`src/rtl/wb_pkg.sv`:
```
`default_nettype none

package wb_pkg;

  //////////////////////////////////////////////////
  // Write-back state.
  //////////////////////////////////////////////////

  // Bit 1 set marks a pending memory access.
  typedef enum logic [1:0] {
    st_idle  = 2'b00,
    st_alu   = 2'b01,
    st_store = 2'b10,
    st_load  = 2'b11
  } wb_state_e;

  //////////////////////////////////////////////////
  // Widths and codes.
  //////////////////////////////////////////////////

  localparam int unsigned DATA_W_DFLT = 32;
  localparam int unsigned IDX_W_DFLT  = 5;
  localparam int unsigned NUM_GPR     = 16; // Indexes at or above are not written.

  localparam logic [4:0] LSU_VEC_LOAD  = 5'b00101;
  localparam logic [4:0] LSU_VEC_OTHER = 5'b00111;

endpackage

`default_nettype wire

```
`src/rtl/wb_state_ctrl.sv`:
```
`timescale 1ns/1ps
`default_nettype none

module wb_state_ctrl (
  input  var logic              wb_clk,
  input  var logic              cpurst_b,
  input  var logic              alu_cmplt,
  input  var logic              load_issue,
  input  var logic              store_issue,
  input  var logic              lsu_cmplt,
  output wb_pkg::wb_state_e     state,
  output logic                  ldst_wait,
  output logic                  st_aft_load,
  output logic                  store_uncmplt,
  output logic [4:0]            lsu_vec
);

  wb_pkg::wb_state_e next_state;
  wb_pkg::wb_state_e strobe_state;
  logic              any_strobe;
  logic              in_ldst;

  //////////////////////////////////////////////////
  // State register.
  //////////////////////////////////////////////////

  always_ff @(posedge wb_clk or negedge cpurst_b)
  begin
    if (!cpurst_b)
      state <= wb_pkg::st_idle;
    else
      state <= next_state;
  end

  assign any_strobe = alu_cmplt || load_issue || store_issue;

  // At most one strobe per cycle.
  always_comb
  begin
    if (load_issue)
      strobe_state = wb_pkg::st_load;
    else if (store_issue)
      strobe_state = wb_pkg::st_store;
    else if (alu_cmplt)
      strobe_state = wb_pkg::st_alu;
    else
      strobe_state = wb_pkg::st_idle;
  end

  always_comb
  begin
    case (state)
      wb_pkg::st_idle,
      wb_pkg::st_alu:
        next_state = any_strobe ? strobe_state : wb_pkg::st_idle;
      wb_pkg::st_load,
      wb_pkg::st_store:
      begin
        if (!lsu_cmplt)
          next_state = state; // Access still in flight.
        else if (any_strobe)
          next_state = strobe_state;
        else
          next_state = wb_pkg::st_idle;
      end
      default:
        next_state = wb_pkg::st_idle;
    endcase
  end

  //////////////////////////////////////////////////
  // State decodes.
  //////////////////////////////////////////////////

  assign in_ldst       = (state == wb_pkg::st_load) || (state == wb_pkg::st_store);
  assign ldst_wait     = in_ldst && !lsu_cmplt;
  assign store_uncmplt = (state == wb_pkg::st_store) && !lsu_cmplt;

  // Load leaving write-back, by a store behind it or by going idle.
  assign st_aft_load = (state == wb_pkg::st_load)
                       && (store_issue || (next_state == wb_pkg::st_idle));

  assign lsu_vec = (state == wb_pkg::st_load) ? wb_pkg::LSU_VEC_LOAD
                                              : wb_pkg::LSU_VEC_OTHER;

endmodule

`default_nettype wire

```
`src/rtl/wb_result_buf.sv`:
```
`timescale 1ns/1ps
`default_nettype none

module wb_result_buf #(
  parameter int unsigned DATA_W = wb_pkg::DATA_W_DFLT,
  parameter int unsigned IDX_W  = wb_pkg::IDX_W_DFLT
) (
  input  var logic              wb_clk,
  input  var logic              cpurst_b,
  input  wb_pkg::wb_state_e     state,
  input  var logic              alu_cmplt,
  input  var logic              load_issue,
  input  var logic              inst_cmplt,
  input  var logic [DATA_W-1:0] rbus_data,
  input  var logic [IDX_W-1:0]  rbus_dst_idx,
  input  var logic [DATA_W-1:0] lsu_addr,
  input  var logic              lsu_addr_vld,
  input  var logic              lsu_cmplt,
  input  var logic              lsu_data_vld,
  input  var logic [DATA_W-1:0] lsu_load_data,
  input  var logic              ldst_wait,
  input  var logic              st_aft_load,
  output logic [DATA_W-1:0]     wb_data_buf,
  output logic                  reg_we,
  output logic [IDX_W-1:0]      reg_idx,
  output logic [DATA_W-1:0]     reg_data,
  output logic                  fwd_en,
  output logic [DATA_W-1:0]     fwd_data
);

  logic [IDX_W-1:0]  idx_buf;
  logic [DATA_W-1:0] data_nxt;
  logic              data_upd;
  logic              idx_upd;
  logic              dst_vld;
  logic              alu_or_load;

  //////////////////////////////////////////////////
  // Index and data buffers.
  //////////////////////////////////////////////////

  assign idx_upd = alu_cmplt || load_issue;

  always_ff @(posedge wb_clk or negedge cpurst_b)
  begin
    if (!cpurst_b)
      idx_buf <= '0;
    else if (idx_upd)
      idx_buf <= rbus_dst_idx;
  end

  // Address wins over result bus data.
  assign data_nxt = lsu_addr_vld ? lsu_addr : rbus_data;
  assign data_upd = alu_cmplt
                    || inst_cmplt
                    || (lsu_addr_vld && !ldst_wait)
                    || st_aft_load;

  always_ff @(posedge wb_clk or negedge cpurst_b)
  begin
    if (!cpurst_b)
      wb_data_buf <= '0;
    else if (data_upd)
      wb_data_buf <= data_nxt;
  end

  //////////////////////////////////////////////////
  // Register file write and forwarding.
  //////////////////////////////////////////////////

  // Index zero and the unimplemented upper registers are never written.
  assign dst_vld = (idx_buf != '0) && (32'(idx_buf) < wb_pkg::NUM_GPR);

  assign alu_or_load = (state == wb_pkg::st_alu)
                       || ((state == wb_pkg::st_load) && lsu_cmplt && lsu_data_vld);

  assign reg_we   = alu_or_load && dst_vld;
  assign reg_idx  = idx_buf;
  assign reg_data = (state == wb_pkg::st_load) ? lsu_load_data : wb_data_buf;

  assign fwd_en   = ((state == wb_pkg::st_alu) || (state == wb_pkg::st_load)) && dst_vld;
  assign fwd_data = wb_data_buf; // Load data is not forwarded.

endmodule

`default_nettype wire

```
`src/rtl/wb_hazard.sv`:
```
`timescale 1ns/1ps
`default_nettype none

module wb_hazard (
  input  wb_pkg::wb_state_e state,
  input  var logic          lsu_cmplt,
  input  var logic          lsu_acc_err,
  input  var logic          lsu_chk_fail,
  input  var logic          rs1_eq_dst,
  input  var logic          rs2_eq_dst,
  input  var logic          br_cmp,
  input  var logic          br_jmp_reg,
  input  var logic          lsu_ex_sel,
  input  var logic          cp0_ex_sel,
  output logic              stall,
  output logic              stall_no_hready,
  output logic              branch_dep_ld
);

  logic in_load;
  logic in_ldst;
  logic load_use;
  logic clean_cmplt;

  assign in_load = (state == wb_pkg::st_load);
  assign in_ldst = in_load || (state == wb_pkg::st_store);

  //////////////////////////////////////////////////
  // Load-use hazard.
  //////////////////////////////////////////////////

  // Consumers that cannot take forwarded load data.
  assign load_use = in_load
                    && ((rs1_eq_dst && (br_jmp_reg || lsu_ex_sel || cp0_ex_sel))
                        || (br_cmp && (rs1_eq_dst || rs2_eq_dst)));

  assign clean_cmplt = lsu_cmplt && !lsu_acc_err && !lsu_chk_fail;

  //////////////////////////////////////////////////
  // Stall outputs.
  //////////////////////////////////////////////////

  assign stall           = load_use || (in_ldst && !clean_cmplt);
  assign stall_no_hready = load_use || (in_ldst && (lsu_acc_err || lsu_chk_fail));
  assign branch_dep_ld   = load_use || in_ldst;

endmodule

`default_nettype wire

```
`src/rtl/wb_expt.sv`:
```
`timescale 1ns/1ps
`default_nettype none

module wb_expt #(
  parameter int unsigned DATA_W = wb_pkg::DATA_W_DFLT
) (
  input  wb_pkg::wb_state_e     state,
  input  var logic              lsu_cmplt,
  input  var logic              lsu_acc_err,
  input  var logic              lsu_chk_fail,
  input  var logic [DATA_W-1:0] wb_data_buf,
  input  var logic              special_sel,
  input  var logic [DATA_W-1:0] decd_tval,
  input  var logic              mem_bkpt_retire,
  input  var logic [DATA_W-1:0] lsu_addr,
  output logic                  acc_err_retire,
  output logic                  chk_fail_retire,
  output logic [DATA_W-1:0]     expt_tval
);

  logic in_ldst;

  assign in_ldst = (state == wb_pkg::st_load) || (state == wb_pkg::st_store);

  // Errors from an access that retired earlier.
  assign acc_err_retire  = in_ldst && lsu_cmplt && lsu_acc_err;
  assign chk_fail_retire = in_ldst && lsu_chk_fail;

  //////////////////////////////////////////////////
  // Trap value.
  //////////////////////////////////////////////////

  always_comb
  begin
    if (acc_err_retire)
      expt_tval = wb_data_buf; // Buffered faulting address.
    else if (special_sel)
      expt_tval = decd_tval;
    else if (mem_bkpt_retire)
      expt_tval = wb_data_buf;
    else
      expt_tval = lsu_addr;
  end

endmodule

`default_nettype wire

```
`src/rtl/wb_top.sv`:
```
`timescale 1ns/1ps
`default_nettype none

module wb_top #(
  parameter int unsigned DATA_W = wb_pkg::DATA_W_DFLT,
  parameter int unsigned IDX_W  = wb_pkg::IDX_W_DFLT
) (
  input  var logic              wb_clk,
  input  var logic              cpurst_b,
  // Execute strobes and result bus.
  input  var logic              alu_cmplt,
  input  var logic              load_issue,
  input  var logic              store_issue,
  input  var logic              inst_cmplt,
  input  var logic [DATA_W-1:0] rbus_data,
  input  var logic [IDX_W-1:0]  rbus_dst_idx,
  // Load/store unit.
  input  var logic              lsu_cmplt,
  input  var logic              lsu_data_vld,
  input  var logic [DATA_W-1:0] lsu_load_data,
  input  var logic              lsu_acc_err,
  input  var logic              lsu_chk_fail,
  input  var logic [DATA_W-1:0] lsu_addr,
  input  var logic              lsu_addr_vld,
  // Operand dependency info.
  input  var logic              rs1_eq_dst,
  input  var logic              rs2_eq_dst,
  input  var logic              br_cmp,
  input  var logic              br_jmp_reg,
  input  var logic              lsu_ex_sel,
  input  var logic              cp0_ex_sel,
  // Trap value sources.
  input  var logic              special_sel,
  input  var logic [DATA_W-1:0] decd_tval,
  input  var logic              mem_bkpt_retire,
  output logic                  st_aft_load,
  output logic                  store_uncmplt,
  output logic [4:0]            lsu_vec,
  output logic                  reg_we,
  output logic [IDX_W-1:0]      reg_idx,
  output logic [DATA_W-1:0]     reg_data,
  output logic                  fwd_en,
  output logic [DATA_W-1:0]     fwd_data,
  output logic                  stall,
  output logic                  stall_no_hready,
  output logic                  branch_dep_ld,
  output logic                  acc_err_retire,
  output logic                  chk_fail_retire,
  output logic [DATA_W-1:0]     expt_tval,
  output logic                  ldst_busy,
  output logic                  load_busy,
  output logic                  store_busy,
  output logic                  vector_wait
);

  wb_pkg::wb_state_e state;
  logic              ldst_wait;
  logic [DATA_W-1:0] wb_data_buf;

  //////////////////////////////////////////////////
  // Blocks.
  //////////////////////////////////////////////////

  wb_state_ctrl u_state_ctrl (
    .wb_clk        (wb_clk),
    .cpurst_b      (cpurst_b),
    .alu_cmplt     (alu_cmplt),
    .load_issue    (load_issue),
    .store_issue   (store_issue),
    .lsu_cmplt     (lsu_cmplt),
    .state         (state),
    .ldst_wait     (ldst_wait),
    .st_aft_load   (st_aft_load),
    .store_uncmplt (store_uncmplt),
    .lsu_vec       (lsu_vec)
  );

  wb_result_buf #(
    .DATA_W (DATA_W),
    .IDX_W  (IDX_W)
  ) u_result_buf (
    .wb_clk        (wb_clk),
    .cpurst_b      (cpurst_b),
    .state         (state),
    .alu_cmplt     (alu_cmplt),
    .load_issue    (load_issue),
    .inst_cmplt    (inst_cmplt),
    .rbus_data     (rbus_data),
    .rbus_dst_idx  (rbus_dst_idx),
    .lsu_addr      (lsu_addr),
    .lsu_addr_vld  (lsu_addr_vld),
    .lsu_cmplt     (lsu_cmplt),
    .lsu_data_vld  (lsu_data_vld),
    .lsu_load_data (lsu_load_data),
    .ldst_wait     (ldst_wait),
    .st_aft_load   (st_aft_load),
    .wb_data_buf   (wb_data_buf),
    .reg_we        (reg_we),
    .reg_idx       (reg_idx),
    .reg_data      (reg_data),
    .fwd_en        (fwd_en),
    .fwd_data      (fwd_data)
  );

  wb_hazard u_hazard (
    .state           (state),
    .lsu_cmplt       (lsu_cmplt),
    .lsu_acc_err     (lsu_acc_err),
    .lsu_chk_fail    (lsu_chk_fail),
    .rs1_eq_dst      (rs1_eq_dst),
    .rs2_eq_dst      (rs2_eq_dst),
    .br_cmp          (br_cmp),
    .br_jmp_reg      (br_jmp_reg),
    .lsu_ex_sel      (lsu_ex_sel),
    .cp0_ex_sel      (cp0_ex_sel),
    .stall           (stall),
    .stall_no_hready (stall_no_hready),
    .branch_dep_ld   (branch_dep_ld)
  );

  wb_expt #(
    .DATA_W (DATA_W)
  ) u_expt (
    .state           (state),
    .lsu_cmplt       (lsu_cmplt),
    .lsu_acc_err     (lsu_acc_err),
    .lsu_chk_fail    (lsu_chk_fail),
    .wb_data_buf     (wb_data_buf),
    .special_sel     (special_sel),
    .decd_tval       (decd_tval),
    .mem_bkpt_retire (mem_bkpt_retire),
    .lsu_addr        (lsu_addr),
    .acc_err_retire  (acc_err_retire),
    .chk_fail_retire (chk_fail_retire),
    .expt_tval       (expt_tval)
  );

  // Busy flags for fetch and the load/store unit.
  assign load_busy   = (state == wb_pkg::st_load);
  assign store_busy  = (state == wb_pkg::st_store);
  assign ldst_busy   = load_busy || store_busy;
  assign vector_wait = ldst_wait;

endmodule

`default_nettype wire

```
`config.mk`:
```
export PLATFORM = sky130hd
export DESIGN_NAME = wb_top
export DESIGN_NICKNAME = d
export VERILOG_FILES = /design/src/rtl/wb_pkg.sv /design/src/rtl/wb_state_ctrl.sv /design/src/rtl/wb_result_buf.sv /design/src/rtl/wb_hazard.sv /design/src/rtl/wb_expt.sv /design/src/rtl/wb_top.sv
export SDC_FILE = /design/constraint.sdc
export NUM_CORES = 1
export LEC_CHECK = 0
export ABC_AREA = 1
export ABC_CLOCK_PERIOD_IN_PS = 1700
export BUFFER_PORTS_ARGS = -buffer_cell sky130_fd_sc_hd__buf_4
export CAP_MARGIN = 20
export CORE_AREA = 2 2 106 108
export CTS_CLUSTER_SIZE = 25
export DETAILED_ROUTE_END_ITERATION = 12
export DIE_AREA = 0 0 108 110
export GPL_TIMING_DRIVEN = 0
export PLACE_DENSITY = 0.6
export SLEW_MARGIN = 10
export SYNTH_ARGS = -nofsm -noshare
export SYNTH_HDL_FRONTEND = slang
export SYNTH_SLANG_ARGS = --single-unit
```
`constraint.sdc`:
```
create_clock -name wb_clk -period 1.7 [get_ports wb_clk]
set_input_delay 0.255 -clock wb_clk [delete_from_list [all_inputs] [get_ports wb_clk]]
set_output_delay 0.255 -clock wb_clk [all_outputs]
set_load 0.03 [all_outputs]
```
==> results.yml, run 1 <==
clock_network:
  cts_tree: "yes"
  cts_inserted_buffers: 5
  insertion_delay_ns: 0.29
  cts_sinks: 39
  clockBufferDepth: 2
  cts.reportedPaths.clkPinSlew_ns: 0.08
  h-tree-depth: 2
  cts-root-buf: "clkbuf_8"
power_and_ir_drop:
  power.leakage_uw: 0.00329
  ir_drop_uv: 399
  p_sw_uw: 2030
  clockPowerShare_pct: 13.6
  power-per-cell-area_nw_per_um2: 727
  finalPower_uw: 4660
  comb_power_share_pct: 62.3
  internal-power_uw: 2630
  seq_power_share_pct: 24.0
  swShare_pct: 43.6
placed_design:
  hpwlAfterDp_mm: 11.0
  port_buffers: 265
  routabilityCongestion: 0.815
  dp.cells: 825
global_routing:
  grt_pass1_vias: 4123
  gr-total-overflow: 0
  grt_max_degree: 40
  antenna_found_initial: 0
  grt_util_all_layers_pct: 23.0
  grt_pass1_wl_mm: 21.1
yosys:
  ys.flop_type: "dfrtp_1"
  syn_inst: 418
  mappedNetlistArea_um2: 3110
  synth_edf_count: 0
  synth_top_area_share_pct: 31.4
  syn_area_per_cell_um2: 7.44
  seq_area_frac_synth_pct: 31.4
  async_reset_ff_share_pct: 100
  synth.top_cells.by_area: "dfrtp_1 (31%), mux2_2 (13%), nand2_1 (12%)"
  yosysMostFrequentCell: "nand2_1"
  synth-seq-cells: 39
  yosysUniqueCellTypes: 23
  synth.largest_area_cell: "dfrtp_1"
  synth_commonest_cells: "nand2_1 (103), inv_1 (46), dfrtp_1 (39)"
  yosysWarnings: 0
detailed_routing:
  dr.pass1.iters: 4
  drc: 0
  routedWlPerCell_um: 18.1
  routed_via_density: 5.03
  vias: 4249
  drtIter0Drc: 208
  ant_nets: 0
  totalWireLength_mm: 15.3
setup_path:
  cpMostUsedCell: "buf_6"
  critPathMaxFanout: 10
  arrival_ns: 1.57
  worstSetupStartpointType: "register"
  cp-end-kind: "output port"
  r2r_setup_slack_ns: 0.19
  slowest_delay_ns: 0.39
  cp.required_ns: 1.44
  crit_buf_inv: 3
  critPathTopFamily: "buffers and inverters"
  crit_type: "reg -> out"
  crit_slowest_cell: "dfrtp_1"
  cp_cell_sequence: "buf_6 -> nand3_4 -> o21ai_4 -> buf_6 -> a22oi_1 -> buf_4"
floorplanning:
  fp.dieArea_um2: 11900
  die_height_um: 110
  initial_core_util_pct: 29.1
  ios: 271
  rows: 38
  core_area_um2: 10700
  fp.dieW_um: 108
timing:
  tns_ns: -5.16
  hold_viol: 0
  layout_setup_ws_ns: -0.122
  rsz0062_at_grt: "true"
  timing.final.crit_share_pct: 107
  setup_violations: 66
  slew_headroom_pct: 64.9
  tightest_slew_ns: 0.526
  fin_worst_skew_ns: 0.00742
  max_freq_mhz: 549
  drv_slew: 0
  finalWorstPathRequiredPeriod_ns: 1.82
min_path:
  min_path_type: "in -> reg"
layout:
  drive_gt1_share_pct: 64.4
  antenna_cells: 0
  utilization_pct: 59.9
  instances_no_fill: 845
  nets: 857
  area_growth_pct: 106
  nFillCells: 966
job:
  drv_cap: 0
status:
  status: "complete, but fails checks"
  failed_checks: "setup timing"
-- through the flow --
step	instance area [µm²]	setup WS, ns	hold slack [ns]
2_1_floorplan	3230	0.0157	-0.0406
3_3_place_gp	5400	-0.174	0.262
3_5_place_dp	5400	-0.167	0.273
4_1_cts	5900	-0.128	0.183
5_1_grt	6410	-0.192	0.178
6_report	6410	-0.122	0.193
-- worst reg2reg max path: cells and delay by family (launching register included) --
| family | cells | cell delay, ns |
|---|---|---|
| buffers and inverters | 3 | 0.50 |
| AND/OR/NAND/NOR | 6 | 0.51 |
| flip-flops | 1 | 0.39 |
-- state kept, by name (all words and copies together), names as in the netlist --
| register | count |
|---|---|
| u_result_buf.fwd_data | 32 |
| u_result_buf.reg_idx | 5 |
| u_state_ctrl.state | 2 |
-- cell usage in the layout (no fill, tap or decap), types with 11 or more instances in the layout --
cell type,count
inv_1,44
nand2_1,68
o21ai_2,11
o22ai_1,32
nand2_2,17
nand3_1,33
dfrtp_1,38
nand2_4,21
a22oi_2,28
o21ai_4,12
mux2_2,37
buf_4,226
buf_6,59
-- worst paths after layout --
path | to | cells past startpoint | from
worst min-delay path | u_result_buf.reg_idx[3] | 2 | rbus_dst_idx[3]
min in group asynchronous | u_result_buf.fwd_data[20] | 2 | cpurst_b
max in group asynchronous | u_state_ctrl.state[0] | 2 | cpurst_b
worst max register to register | u_result_buf.fwd_data[14] | 9 | u_state_ctrl.state[1]
worst min register to register | u_result_buf.fwd_data[2] | 2 | u_result_buf.fwd_data[2]
worst max-delay path | expt_tval[15] | 6 | u_state_ctrl.state[1]
-- routing by layer --
layer	global-route usage, %	vias to the layer above	share of wire, %
li1	-	1990	-
met1	26.5	2056	39
met2	44.1	181	54
met3	4.06	22	6.0
met4	5.22	0	1.4
met5	0	-	0
-- power groups by stage --
| stage | clock network (µW) | registers (µW) | logic (µW) |
|---|---|---|---|
| after floorplan | 0 | 1300 | 1190 |
| after global placement | 0 | 1130 | 2360 |
| after detailed placement | 0 | 1130 | 2380 |
| after CTS | 664 | 1120 | 2620 |
| after global routing | 705 | 1130 | 3050 |
| final | 636 | 1120 | 2910 |
-- layout make-up --
type                       instances  area [µm²]  share of cell area, %
timing repair buffer             279        2400                   37.5
tap                              140         175                   2.73
buffer                            38         345                   5.39
sequential                        39         977                   15.2
multi-input combinational        296        2240                   35.0
clock buffer                       6        82.6                   1.29
inverter                          46         180                   2.81
clock inverter                     1        5.00                 0.0781
-- repair_timing --
action                                  4_1_cts  5_1_grt
hold buffers                                  1        0
resized for setup                            92      104
setup buffers                                 7        1
endpoints found under the setup margin       69       70
gates cloned                                  0        5
pin swaps                                     6       12
endpoints found under the hold margin        39        0
-- kinds of logic (layout without fill, tap and decap cells) --
family,Yosys count,in the layout,synth area share (%)
AND/OR/NAND/NOR,151,151,20.7
AO/OA/AOI/OAI,104,104,21.2
buffers and inverters,85,370,13.0
flip-flops,39,39,31.4
multiplexers,37,37,13.4
other,2,4,0.242
No activity file was read; power rests on OpenSTA's default activity.
==> run 2: changes to the inputs <==
--- a/config.mk
+++ b/config.mk
@@ -6,14 +6,13 @@
 export NUM_CORES = 1
 export LEC_CHECK = 0
-export ABC_AREA = 1
 export ABC_CLOCK_PERIOD_IN_PS = 1700
 export BUFFER_PORTS_ARGS = -buffer_cell sky130_fd_sc_hd__buf_4
 export CAP_MARGIN = 20
-export CORE_AREA = 2 2 106 108
+export CORE_AREA = 2 2 105 107
 export CTS_CLUSTER_SIZE = 25
 export DETAILED_ROUTE_END_ITERATION = 12
-export DIE_AREA = 0 0 108 110
+export DIE_AREA = 0 0 107 109
 export GPL_TIMING_DRIVEN = 0
-export PLACE_DENSITY = 0.6
+export PLACE_DENSITY = 0.68
 export SLEW_MARGIN = 10
 export SYNTH_ARGS = -nofsm -noshare
==> constraint.sdc (replaced) <==
create_clock -name wb_clk -period 1.7 [get_ports wb_clk]
set_input_delay 0.34 -clock wb_clk [delete_from_list [all_inputs] [get_ports wb_clk]]
set_output_delay 0.34 -clock wb_clk [all_outputs]
set_load 0.03 [all_outputs]
==> run 2 against run 1 <==
- synthesized cell count shrank 11%
- sequential share of layout area down 0.88 points
- first-iteration DRC count decreased by 21%
- critical path type unchanged
- largest power group unchanged
- power is 0.49% lower
- largest cell class unchanged
- cell count is 3.9% lower
- hold slack worse by 0.17 ns
- the run still ends with setup timing left
- via count shrank 1.1%
==> results.yml, run 2 <==
status:
  status: "complete, but fails checks"
  failed_checks: "setup timing"
setup_path:
  r2r_setup_slack_ns: -0.11
  slowest_delay_ns: 0.43
  critPathMaxFanout: 10
  crit_type: "reg -> out"
  critPathTopFamily: "buffers and inverters"
  cp.required_ns: 1.36
  cp-end-kind: "output port"
  crit_slowest_cell: "dfrtp_2"
  crit_buf_inv: 3
  worstSetupStartpointType: "register"
  arrival_ns: 1.78
  cp_cell_sequence: "and3_4 -> buf_8 -> buf_12 -> nor3b_2 -> a21oi_1 -> o21ai_2 -> buf_6"
yosys:
  synth_commonest_cells: "dfrtp_1 (39), mux2_2 (37), nor3b_1 (34)"
  syn_inst: 374
  synth-seq-cells: 39
  synth_edf_count: 0
  yosysWarnings: 0
  synth.top_cells.by_area: "dfrtp_1 (29%), mux2_2 (12%), mux2i_1 (9.5%)"
  ys.flop_type: "dfrtp_1"
  yosysMostFrequentCell: "dfrtp_1"
  synth_top_area_share_pct: 29.0
  async_reset_ff_share_pct: 100
  yosysUniqueCellTypes: 32
  syn_area_per_cell_um2: 9.01
  seq_area_frac_synth_pct: 29.0
  mappedNetlistArea_um2: 3370
  synth.largest_area_cell: "dfrtp_1"
timing:
  setup_violations: 98
  fin_worst_skew_ns: 0.00754
  rsz0062_at_grt: "true"
  hold_viol: 0
  finalWorstPathRequiredPeriod_ns: 2.12
  tightest_slew_ns: 0.843
  timing.final.crit_share_pct: 125
  fin_hold_ws_ns: 0.0227
  layout_setup_ws_ns: -0.417
  slew_headroom_pct: 43.8
  max_freq_mhz: 472
  drv_slew: 0
detailed_routing:
  routed_via_density: 5.18
  vias: 4203
  totalWireLength_mm: 14.8
  drc: 0
  ant_nets: 0
  drtIter0Drc: 165
  dr.pass1.iters: 4
  routedWlPerCell_um: 18.3
power_and_ir_drop:
  finalPower_uw: 4640
  ir_drop_uv: 397
  power.leakage_uw: 0.00318
  power-per-cell-area_nw_per_um2: 680
global_routing:
  grt_util_all_layers_pct: 24.2
  antenna_found_initial: 0
  gr-total-overflow: 0
  grt_pass1_wl_mm: 22.1
  grt_pass1_vias: 4105
  grt_max_degree: 40
layout:
  drive_gt1_share_pct: 72.9
  largest_register_ffs: 32
  utilization_pct: 64.3
  nets: 823
  final_common_cell: "buf_4"
  antenna_cells: 0
  area_growth_pct: 102
  final_cell_mix: "buf_4 (224), o21ai_2 (61), buf_6 (60), dfrtp_1 (36)"
placed_design:
  dp_slack_ns: -0.568
  routabilityCongestion: 0.785
  hpwlAfterDp_mm: 10.9
  port_buffers: 264
clock_network:
  cts_inserted_buffers: 5
  insertion_delay_ns: 0.30
  h-tree-depth: 2
  cts-root-buf: "clkbuf_8"
  cts.reportedPaths.clkPinSlew_ns: 0.09
  cts_tree: "yes"
  clockBufferDepth: 2
  post_cts_hold_buffer_count: 0
  cts_sinks: 39
job:
  drv_cap: 0
floorplanning:
  fp.dieArea_um2: 11700
  ios: 271
  initial_core_util_pct: 31.8
  fp.dieW_um: 107
  die_height_um: 109
  core_area_um2: 10600
  rows: 38
min_path:
  min_path_type: "in -> async"
## run 2: path summary, 6_finish.rpt
kind,from,to,depth (start not counted)
min in group wb_clk,load_issue,u_state_ctrl.state[1],2
min,cpurst_b,u_result_buf.fwd_data[10],1
max,u_state_ctrl.state[1],expt_tval[20],7
max in group asynchronous,cpurst_b,u_result_buf.reg_idx[0],1
max reg2reg,u_state_ctrl.state[1],u_result_buf.fwd_data[22],10
min reg2reg,u_result_buf.reg_idx[4],u_result_buf.reg_idx[4],1
## run 2: logic make-up after synthesis
logic type / Yosys count / share of synthesized area [%]
flops: 39 / 29.0
compound gates: 134 / 26.2
buf+inv: 46 / 7.24
simple gates: 84 / 15.5
other cells: 2 / 0.223
mux: 69 / 21.9
## run 2: through the flow
step | TNS, ns | std cells | area (µm²)
after floorplan | -1.19 | 376 | 3670
after global placement | -20.94 | 780 | 5830
after detailed placement | -23.45 | 780 | 5830
after CTS | -24.37 | 809 | 6590
after global routing | -32.58 | 812 | 6820
final | -26.39 | 812 | 6820
## run 2: area by class of cell
class	count	area [µm²]
fill	867	3780
multi-input combinational	291	2680
timing repair buffer	291	2570
sequential	39	980
buffer	40	325
tap	140	175
clock buffer	7	76.3
inverter	3	13.8
clock inverter	1	5.00
## run 2: metal layers
| metal | vias up | GRT usage, % | routed length [µm] |
|---|---|---|---|
| met3 | 11 | 5.26 | 1020 |
| met1 | 2036 | 28.8 | 5790 |
| li1 | 1992 | - | - |
| met4 | 0 | 4.45 | 103 |
| met2 | 164 | 45.1 | 7940 |
| met5 | - | 0 | 0 |
## run 2: timing repair
action | in CTS | in global routing
gates cloned | 3 | 2
setup buffers | 18 | 6
setup endpoints to repair | 87 | 104
resized for setup | 107 | 53
pin swaps | 7 | 9
## run 2: report_power, final
group / total (µW) / switching, µW / internal, µW
Sequential: 1170 / 150 / 1020
Combinational: 2840 / 1470 / 1370
Clock: 625 / 336 / 289
Total: 4640 / 1960 / 2680
## run 2: worst reg2reg max path, cell delays in order (launching register included)
cell and delay (ns):
dfrtp_2 0.43, buf_4 0.14, and2_4 0.18, buf_6 0.13, buf_6 0.12, o21ai_4 0.07
buf_6 0.13, and2_4 0.18, buf_12 0.13, clkbuf_16 0.14, o21ai_2 0.05
==> run 3: changes to the inputs <==
ABC_AREA = 1   (was default)
CORE_AREA = 2 2 106 108   (was 2 2 105 107)
DIE_AREA = 0 0 108 110   (was 0 0 107 109)
PLACE_DENSITY = default   (was 0.68)
==> run 3 against run 2 <==
- the run still ends with setup timing left
- combinational power grew 4%
- maximum frequency up 6.3%
- cell area is 3.5% lower
- setup slack better by 0.13 ns
- cell count increased by 5.4%
- sequential share of layout area is 0.47 points higher
- critical path type unchanged
- critical endpoint is now stall
- largest cell class unchanged
- largest power group unchanged
- highest routed layer unchanged
==> results.yml, run 3 (synthesized netlist as in run 1, its figures left out) <==
timing:
  setup_violations: 105
  fin_worst_skew_ns: 0.00442
  tightest_slew_ns: 0.521
  tns_ns: -19.59
  hold_viol: 0
  max_freq_mhz: 502
  layout_setup_ws_ns: -0.291
  timing.final.crit_share_pct: 117
  drv_slew: 0
  finalWorstPathRequiredPeriod_ns: 1.99
  rsz0062_at_grt: "true"
  fin_hold_ws_ns: 0.0230
  slew_headroom_pct: 65.3
detailed_routing:
  routed_via_density: 4.94
  drtIter0Drc: 129
  totalWireLength_mm: 15.4
  routedWlPerCell_um: 18.0
  dr.pass1.iters: 4
  ant_nets: 0
  drc: 0
  vias: 4227
status:
  status: "complete, but fails checks"
  failed_checks: "setup timing"
setup_path:
  critPathMaxFanout: 8
  cp.required_ns: 1.36
  rr_startpoint: "u_state_ctrl.state[1]"
  setup.worst_path.start: "u_state_ctrl.state[1]"
  cp-end-kind: "output port"
  worstSetupStartpointType: "register"
  arrival_ns: 1.65
  crit_type: "reg -> out"
placed_design:
  dp.cells: 825
  hpwlAfterDp_mm: 11.2
  port_buffers: 265
  routabilityCongestion: 0.863
floorplanning:
  rows: 38
  ios: 271
  fp.dieW_um: 108
  die_height_um: 110
  fp.dieArea_um2: 11900
  initial_core_util_pct: 29.1
  core_area_um2: 10700
global_routing:
  grt_max_degree: 40
  grt_pass1_vias: 4157
  gr-total-overflow: 0
  grt_pass1_wl_mm: 21.7
  grt_util_all_layers_pct: 23.5
  antenna_found_initial: 0
layout:
  seq_area_um2: 976
  instances_no_fill: 856
  nFillCells: 962
  final_common_cell: "buf_4"
  area_growth_pct: 112
  multi_input_area_um2: 2210
  antenna_cells: 0
  nets: 867
  largest_register_ffs: 32
  final_cell_mix: "buf_4 (220), nand2_1 (78), buf_6 (72), inv_1 (41), dfrtp_1 (39)"
  drive_gt1_share_pct: 64.9
clock_network:
  h-tree-depth: 2
  cts.reportedPaths.clkPinSlew_ns: 0.08
  cts_sinks: 39
  clockBufferDepth: 2
  cts-root-buf: "clkbuf_8"
  cts_tree: "yes"
  insertion_delay_ns: 0.29
  cts_inserted_buffers: 5
power_and_ir_drop:
  power-per-cell-area_nw_per_um2: 714
  comb_power_share_pct: 63.1
  clockPowerShare_pct: 13.2
  seq_power_share_pct: 23.7
  internal-power_uw: 2640
  ir_drop_uv: 419
  swShare_pct: 43.7
  power.leakage_uw: 0.00332
  p_sw_uw: 2050
  finalPower_uw: 4700
job:
  drv_cap: 0
min_path:
  min_path_type: "in -> async"
[run 3: changes by cell type in the layout (fill, tap and decap cells not counted), moves of 23 or more]
cell | before | now
mux2_4 | 23 | 0
mux2i_1 | 32 | 0
mux2_2 | 14 | 37
a21oi_1 | 32 | 1
inv_1 | 2 | 41
o22ai_1 | 0 | 32
o21ai_2 | 61 | 13
nand2_1 | 1 | 78
[run 3: critical path, stage by stage, from the launching register on]
cell        delay [ns]
dfrtp_1           0.38
buf_6             0.13
nand2_4           0.07
clkinvlp_4        0.14
buf_12            0.19
buf_4             0.15
nand2_4           0.07
nand3_2           0.06
buf_6             0.15
[run 3: power groups by stage]
stage	clock, µW	sequential [µW]	combinational [µW]
after CTS	645	1110	2790
final	620	1110	2960
after floorplan	0	1300	1220
after global placement	0	1130	2400
after global routing	688	1130	3110
after detailed placement	0	1130	2420
[run 3: cell type report]
class                           instances  share of cell area (%)
Clock inverter                          2                   0.190
Buffer                                 37                    5.65
Timing Repair Buffer                  290                    39.2
Inverter                               46                    2.72
Clock buffer                            6                    1.10
Tap cell                              140                    2.66
Multi-Input combinational cell        296                    33.6
Sequential cell                        39                    14.8
[run 3: per-stage QoR]
stage	util, %	cell area, µm²	setup slack (ns)
2_1_floorplan	-	3300	-0.0617
3_3_place_gp	51.1	5460	-0.283
3_5_place_dp	51.1	5460	-0.268
4_1_cts	58.2	6230	-0.295
5_1_grt	61.5	6580	-0.362
6_report	61.5	6580	-0.291
[run 3: worst paths after layout]
path	end	slack (ns)	cells past startpoint
worst min register to register	u_result_buf.reg_idx[1]	0.54	1
worst max-delay path	stall	-0.29	8
worst min-delay path	u_result_buf.fwd_data[2]	0.02	1
min in group wb_clk	u_result_buf.reg_idx[3]	0.28	2
max in group asynchronous	u_result_buf.fwd_data[17]	1.32	1
worst max register to register	u_result_buf.fwd_data[0]	-0.10	12
[run 3: what timing repair did]
item	CTS	global route
pin swaps	22	11
cloned	2	5
setup endpoints to repair	69	100
buffers inserted	10	8
hold buffers	0	0
resized for setup	146	51
[run 3: layer usage]
layer / share of wire, % / routed length, µm / up-vias / GRT usage (%)
met5: 0 / 0 / - / 0
met4: 1.1 / 173 / 0 / 4.21
met3: 7.0 / 1080 / 18 / 4.82
met2: 54 / 8340 / 183 / 45.5
met1: 38 / 5850 / 2014 / 26.8
li1: - / - / 2012 / -
